$ cat src/source/reg_pkg.sv
package reg_pkg;

    localparam int REG_AW = 4;
    localparam int REG_DW = 32;

    // word addresses
    typedef enum logic [REG_AW-1:0] {
        REG_CELL_ID    = 4'd0,
        REG_RX_SAMPLE  = 4'd1,
        REG_CFO_INC    = 4'd2,
        REG_CFO_MODE   = 4'd3,
        REG_PBCH_LEVEL = 4'd4,
        REG_PBCH_DATA  = 4'd5
    } reg_addr_e;

    typedef struct packed {
        logic              write;
        reg_addr_e         addr;
        logic [REG_DW-1:0] wdata;
    } bus_req_t;

    // pbch fifo register fields
    localparam int PBCH_LEVEL_W  = 5;
    localparam int PBCH_OVF_BIT  = 31;
    localparam int PBCH_LAST_BIT = 8;

    typedef struct packed {
        logic                    overflow;
        logic [PBCH_LEVEL_W-1:0] level;
    } pbch_status_t;

endpackage

$ cat src/source/rx_pkg.sv
package rx_pkg;

    // baseband samples
    localparam int SAMPLE_DW = 16;

    typedef struct packed {
        logic [SAMPLE_DW-1:0] im;
        logic [SAMPLE_DW-1:0] re;
    } iq_sample_t;

    // rotator phase and cfo increment
    localparam int DDS_PHASE_DW = 20;

    typedef logic [DDS_PHASE_DW-1:0] phase_t;
    typedef logic signed [DDS_PHASE_DW-1:0] cfo_inc_t;

    typedef enum logic {
        CFO_TRACK  = 1'b0,
        CFO_MANUAL = 1'b1
    } cfo_mode_e;

    // cell identity
    localparam int N_ID_MAX = 1007;

    typedef struct packed {
        logic [$clog2(N_ID_MAX)-1:0] n_id;
        logic [1:0]                  n_id_2;
        logic [2:0]                  ibar_ssb;
    } cell_id_t;

    // demapper output
    localparam int LLR_DW = 8;

    typedef enum logic [1:0] {
        LLR_NONE  = 2'd0,
        LLR_PBCH  = 2'd1,
        LLR_DMRS  = 2'd2,
        LLR_OTHER = 2'd3
    } llr_kind_e;

    typedef struct packed {
        logic [LLR_DW-1:0] data;
        llr_kind_e         kind;
        logic              last;
    } llr_beat_t;

    localparam int PBCH_FIFO_DEPTH = 16;
    localparam int PBCH_PTR_W = $clog2(PBCH_FIFO_DEPTH);

endpackage
$ cat src/source/cell_status.sv
module cell_status (
    input  logic               clk_i,
    input  logic               reset_ni,
    input  rx_pkg::iq_sample_t sample_i,
    input  logic               sample_valid_i,
    input  rx_pkg::cell_id_t   cell_id_i,
    input  logic               n_id_2_valid_i,
    input  logic               n_id_valid_i,
    input  logic               ibar_valid_i,
    output rx_pkg::iq_sample_t last_sample_o,
    output rx_pkg::cell_id_t   cell_id_o
);
    import rx_pkg::*;

    iq_sample_t sample_q;
    cell_id_t   cell_id_q;

    // last valid baseband sample
    always_ff @(posedge clk_i) begin
        if (!reset_ni) begin
            sample_q <= '0;
        end else if (sample_valid_i) begin
            sample_q <= sample_i;
        end
    end

    // each field latched on its own valid
    always_ff @(posedge clk_i) begin
        if (!reset_ni) begin
            cell_id_q <= '0;
        end else begin
            if (n_id_2_valid_i) begin
                cell_id_q.n_id_2 <= cell_id_i.n_id_2;
            end
            if (n_id_valid_i) begin
                cell_id_q.n_id <= cell_id_i.n_id;
            end
            if (ibar_valid_i) begin
                cell_id_q.ibar_ssb <= cell_id_i.ibar_ssb;
            end
        end
    end

    assign last_sample_o = sample_q;
    assign cell_id_o     = cell_id_q;

endmodule

$ cat src/source/cfo_phase_acc.sv
module cfo_phase_acc (
    input  logic              clk_i,
    input  logic              reset_ni,
    input  logic              sample_valid_i,
    input  rx_pkg::cfo_inc_t  cfo_inc_i,
    input  logic              cfo_valid_i,
    input  rx_pkg::cfo_mode_e cfo_mode_i,
    output rx_pkg::cfo_inc_t  cfo_acc_o,
    output rx_pkg::phase_t    phase_o
);
    import rx_pkg::*;

    cfo_inc_t cfo_acc_q;
    phase_t   phase_q;

    // ----------------------------------------------------------------------
    // increment tracking and phase accumulation
    // ----------------------------------------------------------------------
    always_ff @(posedge clk_i) begin
        if (!reset_ni) begin
            cfo_acc_q <= '0;
            phase_q   <= '0;
        end else if (cfo_mode_i == CFO_MANUAL) begin
            cfo_acc_q <= '0;
            phase_q   <= '0;
        end else begin
            // detector reports relative to the previous estimate
            if (cfo_valid_i) begin
                cfo_acc_q <= cfo_acc_q - cfo_inc_i;
            end
            // phase wraps mod 2^20 using the increment held before this edge
            if (sample_valid_i) begin
                phase_q <= phase_q + phase_t'(cfo_acc_q);
            end
        end
    end

    assign cfo_acc_o = cfo_acc_q;
    assign phase_o   = phase_q;

endmodule

$ cat src/source/pbch_llr_fifo.sv
module pbch_llr_fifo (
    input  logic                  clk_i,
    input  logic                  reset_ni,
    input  rx_pkg::llr_beat_t     llr_i,
    input  logic                  llr_valid_i,
    input  logic                  pop_i,
    input  logic                  clear_i,
    output rx_pkg::llr_beat_t     head_o,
    output reg_pkg::pbch_status_t status_o
);
    import rx_pkg::*;

    typedef struct packed {
        logic [LLR_DW-1:0] data;
        logic              last;
    } fifo_word_t;

    fifo_word_t            mem_q [PBCH_FIFO_DEPTH];
    logic [PBCH_PTR_W-1:0] wr_ptr_q;
    logic [PBCH_PTR_W-1:0] rd_ptr_q;
    logic [PBCH_PTR_W:0]   count_q;
    logic                  overflow_q;
    logic                  is_pbch;
    logic                  empty;
    logic                  full;
    logic                  do_push;
    logic                  do_pop;

    assign is_pbch = llr_valid_i && (llr_i.kind == LLR_PBCH);
    assign empty   = (count_q == '0);
    assign full    = (count_q == (PBCH_PTR_W + 1)'(PBCH_FIFO_DEPTH));
    // clear wins over everything else in the same cycle
    assign do_pop  = pop_i && !empty && !clear_i;
    assign do_push = is_pbch && (!full || do_pop) && !clear_i;

    // ----------------------------------------------------------------------
    // pointers, level and sticky overflow
    // ----------------------------------------------------------------------
    always_ff @(posedge clk_i) begin
        if (!reset_ni || clear_i) begin
            wr_ptr_q   <= '0;
            rd_ptr_q   <= '0;
            count_q    <= '0;
            overflow_q <= 1'b0;
        end else begin
            if (do_push) begin
                wr_ptr_q <= wr_ptr_q + 1'b1;
            end
            if (do_pop) begin
                rd_ptr_q <= rd_ptr_q + 1'b1;
            end
            case ({do_push, do_pop})
                2'b10: count_q <= count_q + 1'b1;
                2'b01: count_q <= count_q - 1'b1;
                default: count_q <= count_q;
            endcase
            // beat lost for lack of space
            if (is_pbch && !do_push) begin
                overflow_q <= 1'b1;
            end
        end
    end

    always_ff @(posedge clk_i) begin
        if (do_push) begin
            mem_q[wr_ptr_q] <= fifo_word_t'{data: llr_i.data, last: llr_i.last};
        end
    end

    // zero head when empty
    always_comb begin
        head_o = '0;
        if (!empty) begin
            head_o.data = mem_q[rd_ptr_q].data;
            head_o.kind = LLR_PBCH;
            head_o.last = mem_q[rd_ptr_q].last;
        end
    end

    assign status_o.overflow = overflow_q;
    assign status_o.level    = count_q;

endmodule

$ cat src/source/receiver_top.sv
module receiver_top (
    input  logic                       clk_i,
    input  logic                       reset_ni,
    input  rx_pkg::iq_sample_t         sample_i,
    input  logic                       sample_valid_i,
    input  rx_pkg::cfo_inc_t           cfo_inc_i,
    input  logic                       cfo_valid_i,
    input  rx_pkg::cell_id_t           cell_id_i,
    input  logic                       n_id_2_valid_i,
    input  logic                       n_id_valid_i,
    input  logic                       ibar_valid_i,
    input  rx_pkg::llr_beat_t          llr_i,
    input  logic                       llr_valid_i,
    input  logic                       req_i,
    input  reg_pkg::bus_req_t          bus_req_i,
    output logic                       ack_o,
    output logic [reg_pkg::REG_DW-1:0] rdata_o,
    output rx_pkg::phase_t             phase_o
);
    import rx_pkg::*;
    import reg_pkg::*;

    cfo_mode_e    cfo_mode;
    cfo_inc_t     cfo_acc;
    iq_sample_t   last_sample;
    cell_id_t     cell_id;
    llr_beat_t    pbch_head;
    pbch_status_t pbch_status;
    logic         pbch_pop;
    logic         pbch_clear;

    cfo_phase_acc cfo_phase_acc_i (
        .clk_i          (clk_i),
        .reset_ni       (reset_ni),
        .sample_valid_i (sample_valid_i),
        .cfo_inc_i      (cfo_inc_i),
        .cfo_valid_i    (cfo_valid_i),
        .cfo_mode_i     (cfo_mode),
        .cfo_acc_o      (cfo_acc),
        .phase_o        (phase_o)
    );

    cell_status cell_status_i (
        .clk_i          (clk_i),
        .reset_ni       (reset_ni),
        .sample_i       (sample_i),
        .sample_valid_i (sample_valid_i),
        .cell_id_i      (cell_id_i),
        .n_id_2_valid_i (n_id_2_valid_i),
        .n_id_valid_i   (n_id_valid_i),
        .ibar_valid_i   (ibar_valid_i),
        .last_sample_o  (last_sample),
        .cell_id_o      (cell_id)
    );

    // only pbch beats reach the host
    pbch_llr_fifo pbch_llr_fifo_i (
        .clk_i       (clk_i),
        .reset_ni    (reset_ni),
        .llr_i       (llr_i),
        .llr_valid_i (llr_valid_i),
        .pop_i       (pbch_pop),
        .clear_i     (pbch_clear),
        .head_o      (pbch_head),
        .status_o    (pbch_status)
    );

    reg_bus_slave reg_bus_slave_i (
        .clk_i         (clk_i),
        .reset_ni      (reset_ni),
        .req_i         (req_i),
        .bus_req_i     (bus_req_i),
        .cfo_acc_i     (cfo_acc),
        .last_sample_i (last_sample),
        .cell_id_i     (cell_id),
        .pbch_head_i   (pbch_head),
        .pbch_status_i (pbch_status),
        .ack_o         (ack_o),
        .rdata_o       (rdata_o),
        .cfo_mode_o    (cfo_mode),
        .pbch_pop_o    (pbch_pop),
        .pbch_clear_o  (pbch_clear)
    );

endmodule

$ cat src/source/reg_bus_slave.sv
module reg_bus_slave (
    input  logic                          clk_i,
    input  logic                          reset_ni,
    input  logic                          req_i,
    input  reg_pkg::bus_req_t             bus_req_i,
    input  rx_pkg::cfo_inc_t              cfo_acc_i,
    input  rx_pkg::iq_sample_t            last_sample_i,
    input  rx_pkg::cell_id_t              cell_id_i,
    input  rx_pkg::llr_beat_t             pbch_head_i,
    input  reg_pkg::pbch_status_t         pbch_status_i,
    output logic                          ack_o,
    output logic [reg_pkg::REG_DW-1:0]    rdata_o,
    output rx_pkg::cfo_mode_e             cfo_mode_o,
    output logic                          pbch_pop_o,
    output logic                          pbch_clear_o
);
    import rx_pkg::*;
    import reg_pkg::*;

    typedef enum logic [1:0] {
        BUS_IDLE,
        BUS_ACK,
        BUS_WAIT_LOW
    } bus_state_e;

    bus_state_e        state_q;
    logic              ack_q;
    logic [REG_DW-1:0] rdata_q;
    logic [REG_DW-1:0] rdata_mux;
    cfo_mode_e         cfo_mode_q;
    logic              pop_q;
    logic              clear_q;

    // ----------------------------------------------------------------------
    // read mux
    // ----------------------------------------------------------------------
    always_comb begin
        rdata_mux = '0;
        case (bus_req_i.addr)
            REG_CELL_ID:   rdata_mux = REG_DW'(cell_id_i);
            REG_RX_SAMPLE: rdata_mux = REG_DW'(last_sample_i);
            REG_CFO_INC:   rdata_mux = REG_DW'(cfo_acc_i);
            REG_CFO_MODE:  rdata_mux = REG_DW'(cfo_mode_q);
            REG_PBCH_LEVEL: begin
                rdata_mux[PBCH_LEVEL_W-1:0] = pbch_status_i.level;
                rdata_mux[PBCH_OVF_BIT]     = pbch_status_i.overflow;
            end
            REG_PBCH_DATA: begin
                rdata_mux[LLR_DW-1:0]   = pbch_head_i.data;
                rdata_mux[PBCH_LAST_BIT] = pbch_head_i.last;
            end
            default: rdata_mux = '0;
        endcase
    end

    // ----------------------------------------------------------------------
    // four-phase handshake
    // ----------------------------------------------------------------------
    always_ff @(posedge clk_i) begin
        if (!reset_ni) begin
            state_q    <= BUS_IDLE;
            ack_q      <= 1'b0;
            cfo_mode_q <= CFO_TRACK;
            pop_q      <= 1'b0;
            clear_q    <= 1'b0;
        end else begin
            pop_q   <= 1'b0;
            clear_q <= 1'b0;
            // ack lags the state by one edge on both sides
            ack_q   <= (state_q != BUS_IDLE);
            case (state_q)
                BUS_IDLE: begin
                    if (req_i) begin
                        state_q <= BUS_ACK;
                        if (bus_req_i.write) begin
                            if (bus_req_i.addr == REG_CFO_MODE) begin
                                cfo_mode_q <= cfo_mode_e'(bus_req_i.wdata[0]);
                            end
                            if (bus_req_i.addr == REG_PBCH_LEVEL) begin
                                clear_q <= 1'b1;
                            end
                        end else if (bus_req_i.addr == REG_PBCH_DATA &&
                                     pbch_status_i.level != '0) begin
                            pop_q <= 1'b1;
                        end
                    end
                end
                BUS_ACK: state_q <= BUS_WAIT_LOW;
                BUS_WAIT_LOW: begin
                    if (!req_i) begin
                        state_q <= BUS_IDLE;
                    end
                end
                default: state_q <= BUS_IDLE;
            endcase
        end
    end

    // read data captured with the head before the pop lands
    always_ff @(posedge clk_i) begin
        if (state_q == BUS_IDLE && req_i) begin
            rdata_q <= bus_req_i.write ? '0 : rdata_mux;
        end
    end

    assign ack_o        = ack_q;
    assign rdata_o      = rdata_q;
    assign cfo_mode_o   = cfo_mode_q;
    assign pbch_pop_o   = pop_q;
    assign pbch_clear_o = clear_q;

endmodule

$ cat config.mk
export PLATFORM = sky130hd
export DESIGN_NAME = receiver_top
export DESIGN_NICKNAME = d
export VERILOG_FILES = /design/src/source/reg_pkg.sv /design/src/source/rx_pkg.sv /design/src/source/cell_status.sv /design/src/source/cfo_phase_acc.sv /design/src/source/pbch_llr_fifo.sv /design/src/source/receiver_top.sv /design/src/source/reg_bus_slave.sv
export SDC_FILE = /design/constraint.sdc
export NUM_CORES = 1
export LEC_CHECK = 0
export ABC_AREA = 1
export BUFFER_PORTS_ARGS = -buffer_cell sky130_fd_sc_hd__clkbuf_2
export CORE_UTILIZATION = 35
export CTS_CLUSTER_SIZE = 12
export DETAILED_ROUTE_END_ITERATION = 10
export MAX_ROUTING_LAYER = met4
export PLACE_DENSITY_LB_ADDON = 0.3
export SLEW_MARGIN = 20
export SYNTH_ARGS = -nofsm -noshare
export SYNTH_HDL_FRONTEND = slang
export SYNTH_SLANG_ARGS = --single-unit
$ cat constraint.sdc
create_clock -name clk_i -period 5.18 [get_ports clk_i]
set_input_delay 0.518 -clock clk_i [delete_from_list [all_inputs] [get_ports clk_i]]
set_output_delay 0.518 -clock clk_i [all_outputs]
set_load 0.05 [all_outputs]
==> impl_metrics.env <==
export IMPL_cts_resized=0
export IMPL_cpMostUsedCell="nand2_1"
export IMPL_period_share_pct=53.1
export IMPL_postRouteWirelength_um=38300
export IMPL_yosys_area_top_type_share_pct=37.6
export IMPL_cp_buffers_inverters=1
export IMPL_synth_mux_area_share_pct=0
export IMPL_setup_viol=0
export IMPL_core_um2=39600
export IMPL_worstSkewPairLatency_ns=0.55
export IMPL_antenna_found_initial=0
export IMPL_numCtsBuffers=34
export IMPL_hold_buffers=0
export IMPL_total_power_mw=5.82
export IMPL_yosysWarnings=0
export IMPL_hpwl_um=26000
export IMPL_peakVddDrop_uv=198
export IMPL_rows=73
export IMPL_die_x_um=202
export IMPL_finClkSkew_ns=0.0245
export IMPL_slowest_stage="dfxtp_1"
export IMPL_ys_seq_area_share_pct=53.4
export IMPL_synth_area_leaders="edfxtp_1 (38%), dfxtp_1 (16%), nand2_1 (6.8%)"
export IMPL_critPathMaxStageDelay_ns=0.84
export IMPL_grt_max_degree=73
export IMPL_gp_congestion=0.910
export IMPL_maxCapViolCount=0
export IMPL_fmax_mhz=364
export IMPL_final_cell_count_no_fill=2279
export IMPL_synthAdderAreaFrac_pct=4.38
export IMPL_initial_core_util_pct=35.4
export IMPL_syn_area_per_cell_um2=8.75
export IMPL_syn_area_um2=14100
export IMPL_vias=11400
export IMPL_final_antenna_net_count=0
export IMPL_critical_path_endpoint_type="flop"
export IMPL_power_density_nw_per_um2=358
export IMPL_placed_area_um2=15100
export IMPL_via_per_inst=4.99
export IMPL_clockBufferDepth=3
export IMPL_synth_top_family_by_area="simple AND/OR/NAND/NOR gates"
export IMPL_synth_most_common_cell="nand2_1"
export IMPL_synthSimpleGateAreaFrac_pct=18.8
export IMPL_drtPass1Iterations=5
export IMPL_timing_hold_violations_final=0
export IMPL_synth_edff_count=176
export IMPL_cts_tree="yes"
export IMPL_synth_largest_area_cell="edfxtp_1"
export IMPL_p_leak_nw=7.03
export IMPL_die_y_um=202
export IMPL_synth_common_cells="nand2_1 (255), nor2_1 (241), inv_1 (197)"
export IMPL_clk_transition_reported_paths_ns=0.06
export IMPL_tightest_slew_ns=0.991
export IMPL_syn_inst=1606
export IMPL_synthArstFlopShare_pct=0
export IMPL_hold_class="primary input to flop"
export IMPL_antenna_diode_count=0
export IMPL_htreeDepth=2
export IMPL_startpoint_type="flop"
export IMPL_synthDistinctLibCells=47
export IMPL_slew_violations=0
export IMPL_worstPathRequired_ns=5.52
export IMPL_syn_to_final_growth_pct=15.9
export IMPL_status="complete, no violations"
export IMPL_fin_area_um2=16300
export IMPL_min_period_ns=2.75
export IMPL_ys_flop_type="edfxtp_1"
export IMPL_io_buffer_count=145
export IMPL_grt_usage_pct=19.2
export IMPL_synthXorXnorAreaFrac_pct=1.43
export IMPL_wire_per_inst_um=16.8
export IMPL_crit_family="flip-flops"
export IMPL_post_route_drc_count=0
export IMPL_synth_compound_area_share_pct=14.0
export IMPL_final_nets=1901
export IMPL_cts_root_buffer="clkbuf_16"
export IMPL_drive_gt1_share_pct=13.3
export IMPL_fill_cells=3971
export IMPL_grt_pass1_wl_um=59700
export IMPL_first_iter_violations=753
export IMPL_critPathKind="flop to flop"
export IMPL_post_cts_buffers=0
export IMPL_slew_headroom_pct=33.8
export IMPL_synth_nets=1778
export IMPL_path_max_fanout=53
export IMPL_arrival_ns=3.09
export IMPL_ys_ff_latch=287
export IMPL_rsz0062_at_grt="false"
export IMPL_die_area_um2=41000
export IMPL_grt_ovfl_total=0
export IMPL_cts_sinks=287
export IMPL_crit_path_cell_trace="inv_2, nor2_1, o21ai_0, o211ai_1, nand3_1, nand2_1, nand2_1, a21oi_1"
export IMPL_tns_ns=0
export IMPL_placed_cells=2218
export IMPL_grt_pass1_vias=10700
export IMPL_io_pins=177
-- per-layer routing --
layer	GRT usage, %	wire, um	vias to the layer above
met1	25.8	17900	5336
met2	29.4	17100	327
met5	-	0	-
met3	3.55	2370	58
met4	5.75	981	0
li1	-	-	5642
-- metrics by stage --
step | hold slack (ns) | utilization [%] | worst slack, ns
global route | 0.198 | 41.1 | 2.24
finish | 0.212 | 41.1 | 2.43
CTS | 0.179 | 41.1 | 2.43
detailed placement | 0.449 | 38.2 | 2.16
floorplan | 0.430 | - | 2.46
global placement | 0.444 | 38.2 | 2.17
-- cells by family after synthesis --
family / count (synthesis)
AND/OR/NAND/NOR: 627
AO/OA/AOI/OAI: 353
flip-flops: 287
buffers and inverters: 268
adder cells (fa/ha/maj): 48
XOR/XNOR: 23
-- state kept, by name, summed over array words and instances (netlist names), named ones only --
signal / cells
reg_bus_slave_i.cfo_mode_o: 1
pbch_llr_fifo_i.wr_ptr_q: 4
reg_bus_slave_i.state_q: 2
reg_bus_slave_i.pbch_clear_o: 1
pbch_llr_fifo_i.count_q: 5
pbch_llr_fifo_i.mem_q: 144
reg_bus_slave_i.rdata_o: 32
cell_status_i.cell_id_o: 15
pbch_llr_fifo_i.overflow_q: 1
cfo_phase_acc_i.cfo_acc_o: 20
cell_status_i.last_sample_o: 32
pbch_llr_fifo_i.rd_ptr_q: 4
reg_bus_slave_i.ack_o: 1
cfo_phase_acc_i.phase_o: 20
reg_bus_slave_i.pbch_pop_o: 1
-- tightest hold or removal path: cells and delay by family --
family / cells / cell delay, ns
buffers and inverters: 1 / 0.08
and+or+nand+nor: 2 / 0.11
-- worst paths after layout --
check | startpoint | slack, ns | end | depth (start not counted)
worst max-delay path | flop | 2.43 | reg_bus_slave_i.rdata_o[1] | 8
worst min-delay path | sample_i[22] | 0.21 | cell_status_i.last_sample_o[22] | 3
worst max register to register | flop | 2.43 | reg_bus_slave_i.rdata_o[1] | 8
worst min register to register | cell_status_i.last_sample_o[2] | 0.46 | cell_status_i.last_sample_o[2] | 2
-- power by group --
group	leakage [nW]	total (mW)	switching (mW)	internal, mW
combinational	3.94	0.791	0.554	0.237
clock	0.548	2.46	0.984	1.48
sequential	2.54	2.57	0.0602	2.51
-- layout by cell type (no fill, tap or decap), types with 5 or more instances in the layout --
| cell | synthesis | layout |
|---|---|---|
| a21o_1 | 6 | 6 |
| a21oi_1 | 124 | 124 |
| a21oi_2 | 5 | 5 |
| bufinv_16 | 0 | 5 |
| clkbuf_1 | 28 | 11 |
| clkbuf_16 | 0 | 34 |
| clkbuf_2 | 1 | 145 |
| clkinv_1 | 3 | 6 |
| dfxtp_1 | 111 | 110 |
| edfxtp_1 | 176 | 176 |
| ha_1 | 46 | 46 |
| inv_1 | 197 | 197 |
| inv_2 | 5 | 5 |
| nand2_1 | 255 | 255 |
| nand2_2 | 6 | 6 |
| nand3_1 | 77 | 77 |
| nand4_1 | 19 | 19 |
| nor2_1 | 241 | 240 |
| nor2_2 | 7 | 7 |
| nor3_1 | 6 | 6 |
| o211ai_1 | 27 | 27 |
| o21ai_0 | 131 | 131 |
| o21ai_1 | 17 | 17 |
| o21bai_1 | 8 | 8 |
| o221ai_1 | 9 | 9 |
| o22ai_1 | 17 | 17 |
| o31ai_1 | 5 | 5 |
| xnor2_1 | 5 | 5 |
| xor2_1 | 18 | 18 |
-- cell type report --
cell class | count | area [um^2] | share of cell area [%]
Clock inverter | 16 | 251 | 1.54
Multi-Input combinational cell | 1051 | 5440 | 33.4
Sequential cell | 287 | 7510 | 46.1
Tap cell | 525 | 657 | 4.03
Inverter | 206 | 778 | 4.78
Timing Repair Buffer | 149 | 756 | 4.64
Clock buffer | 45 | 892 | 5.48
(Power assumes the default switching activity.)
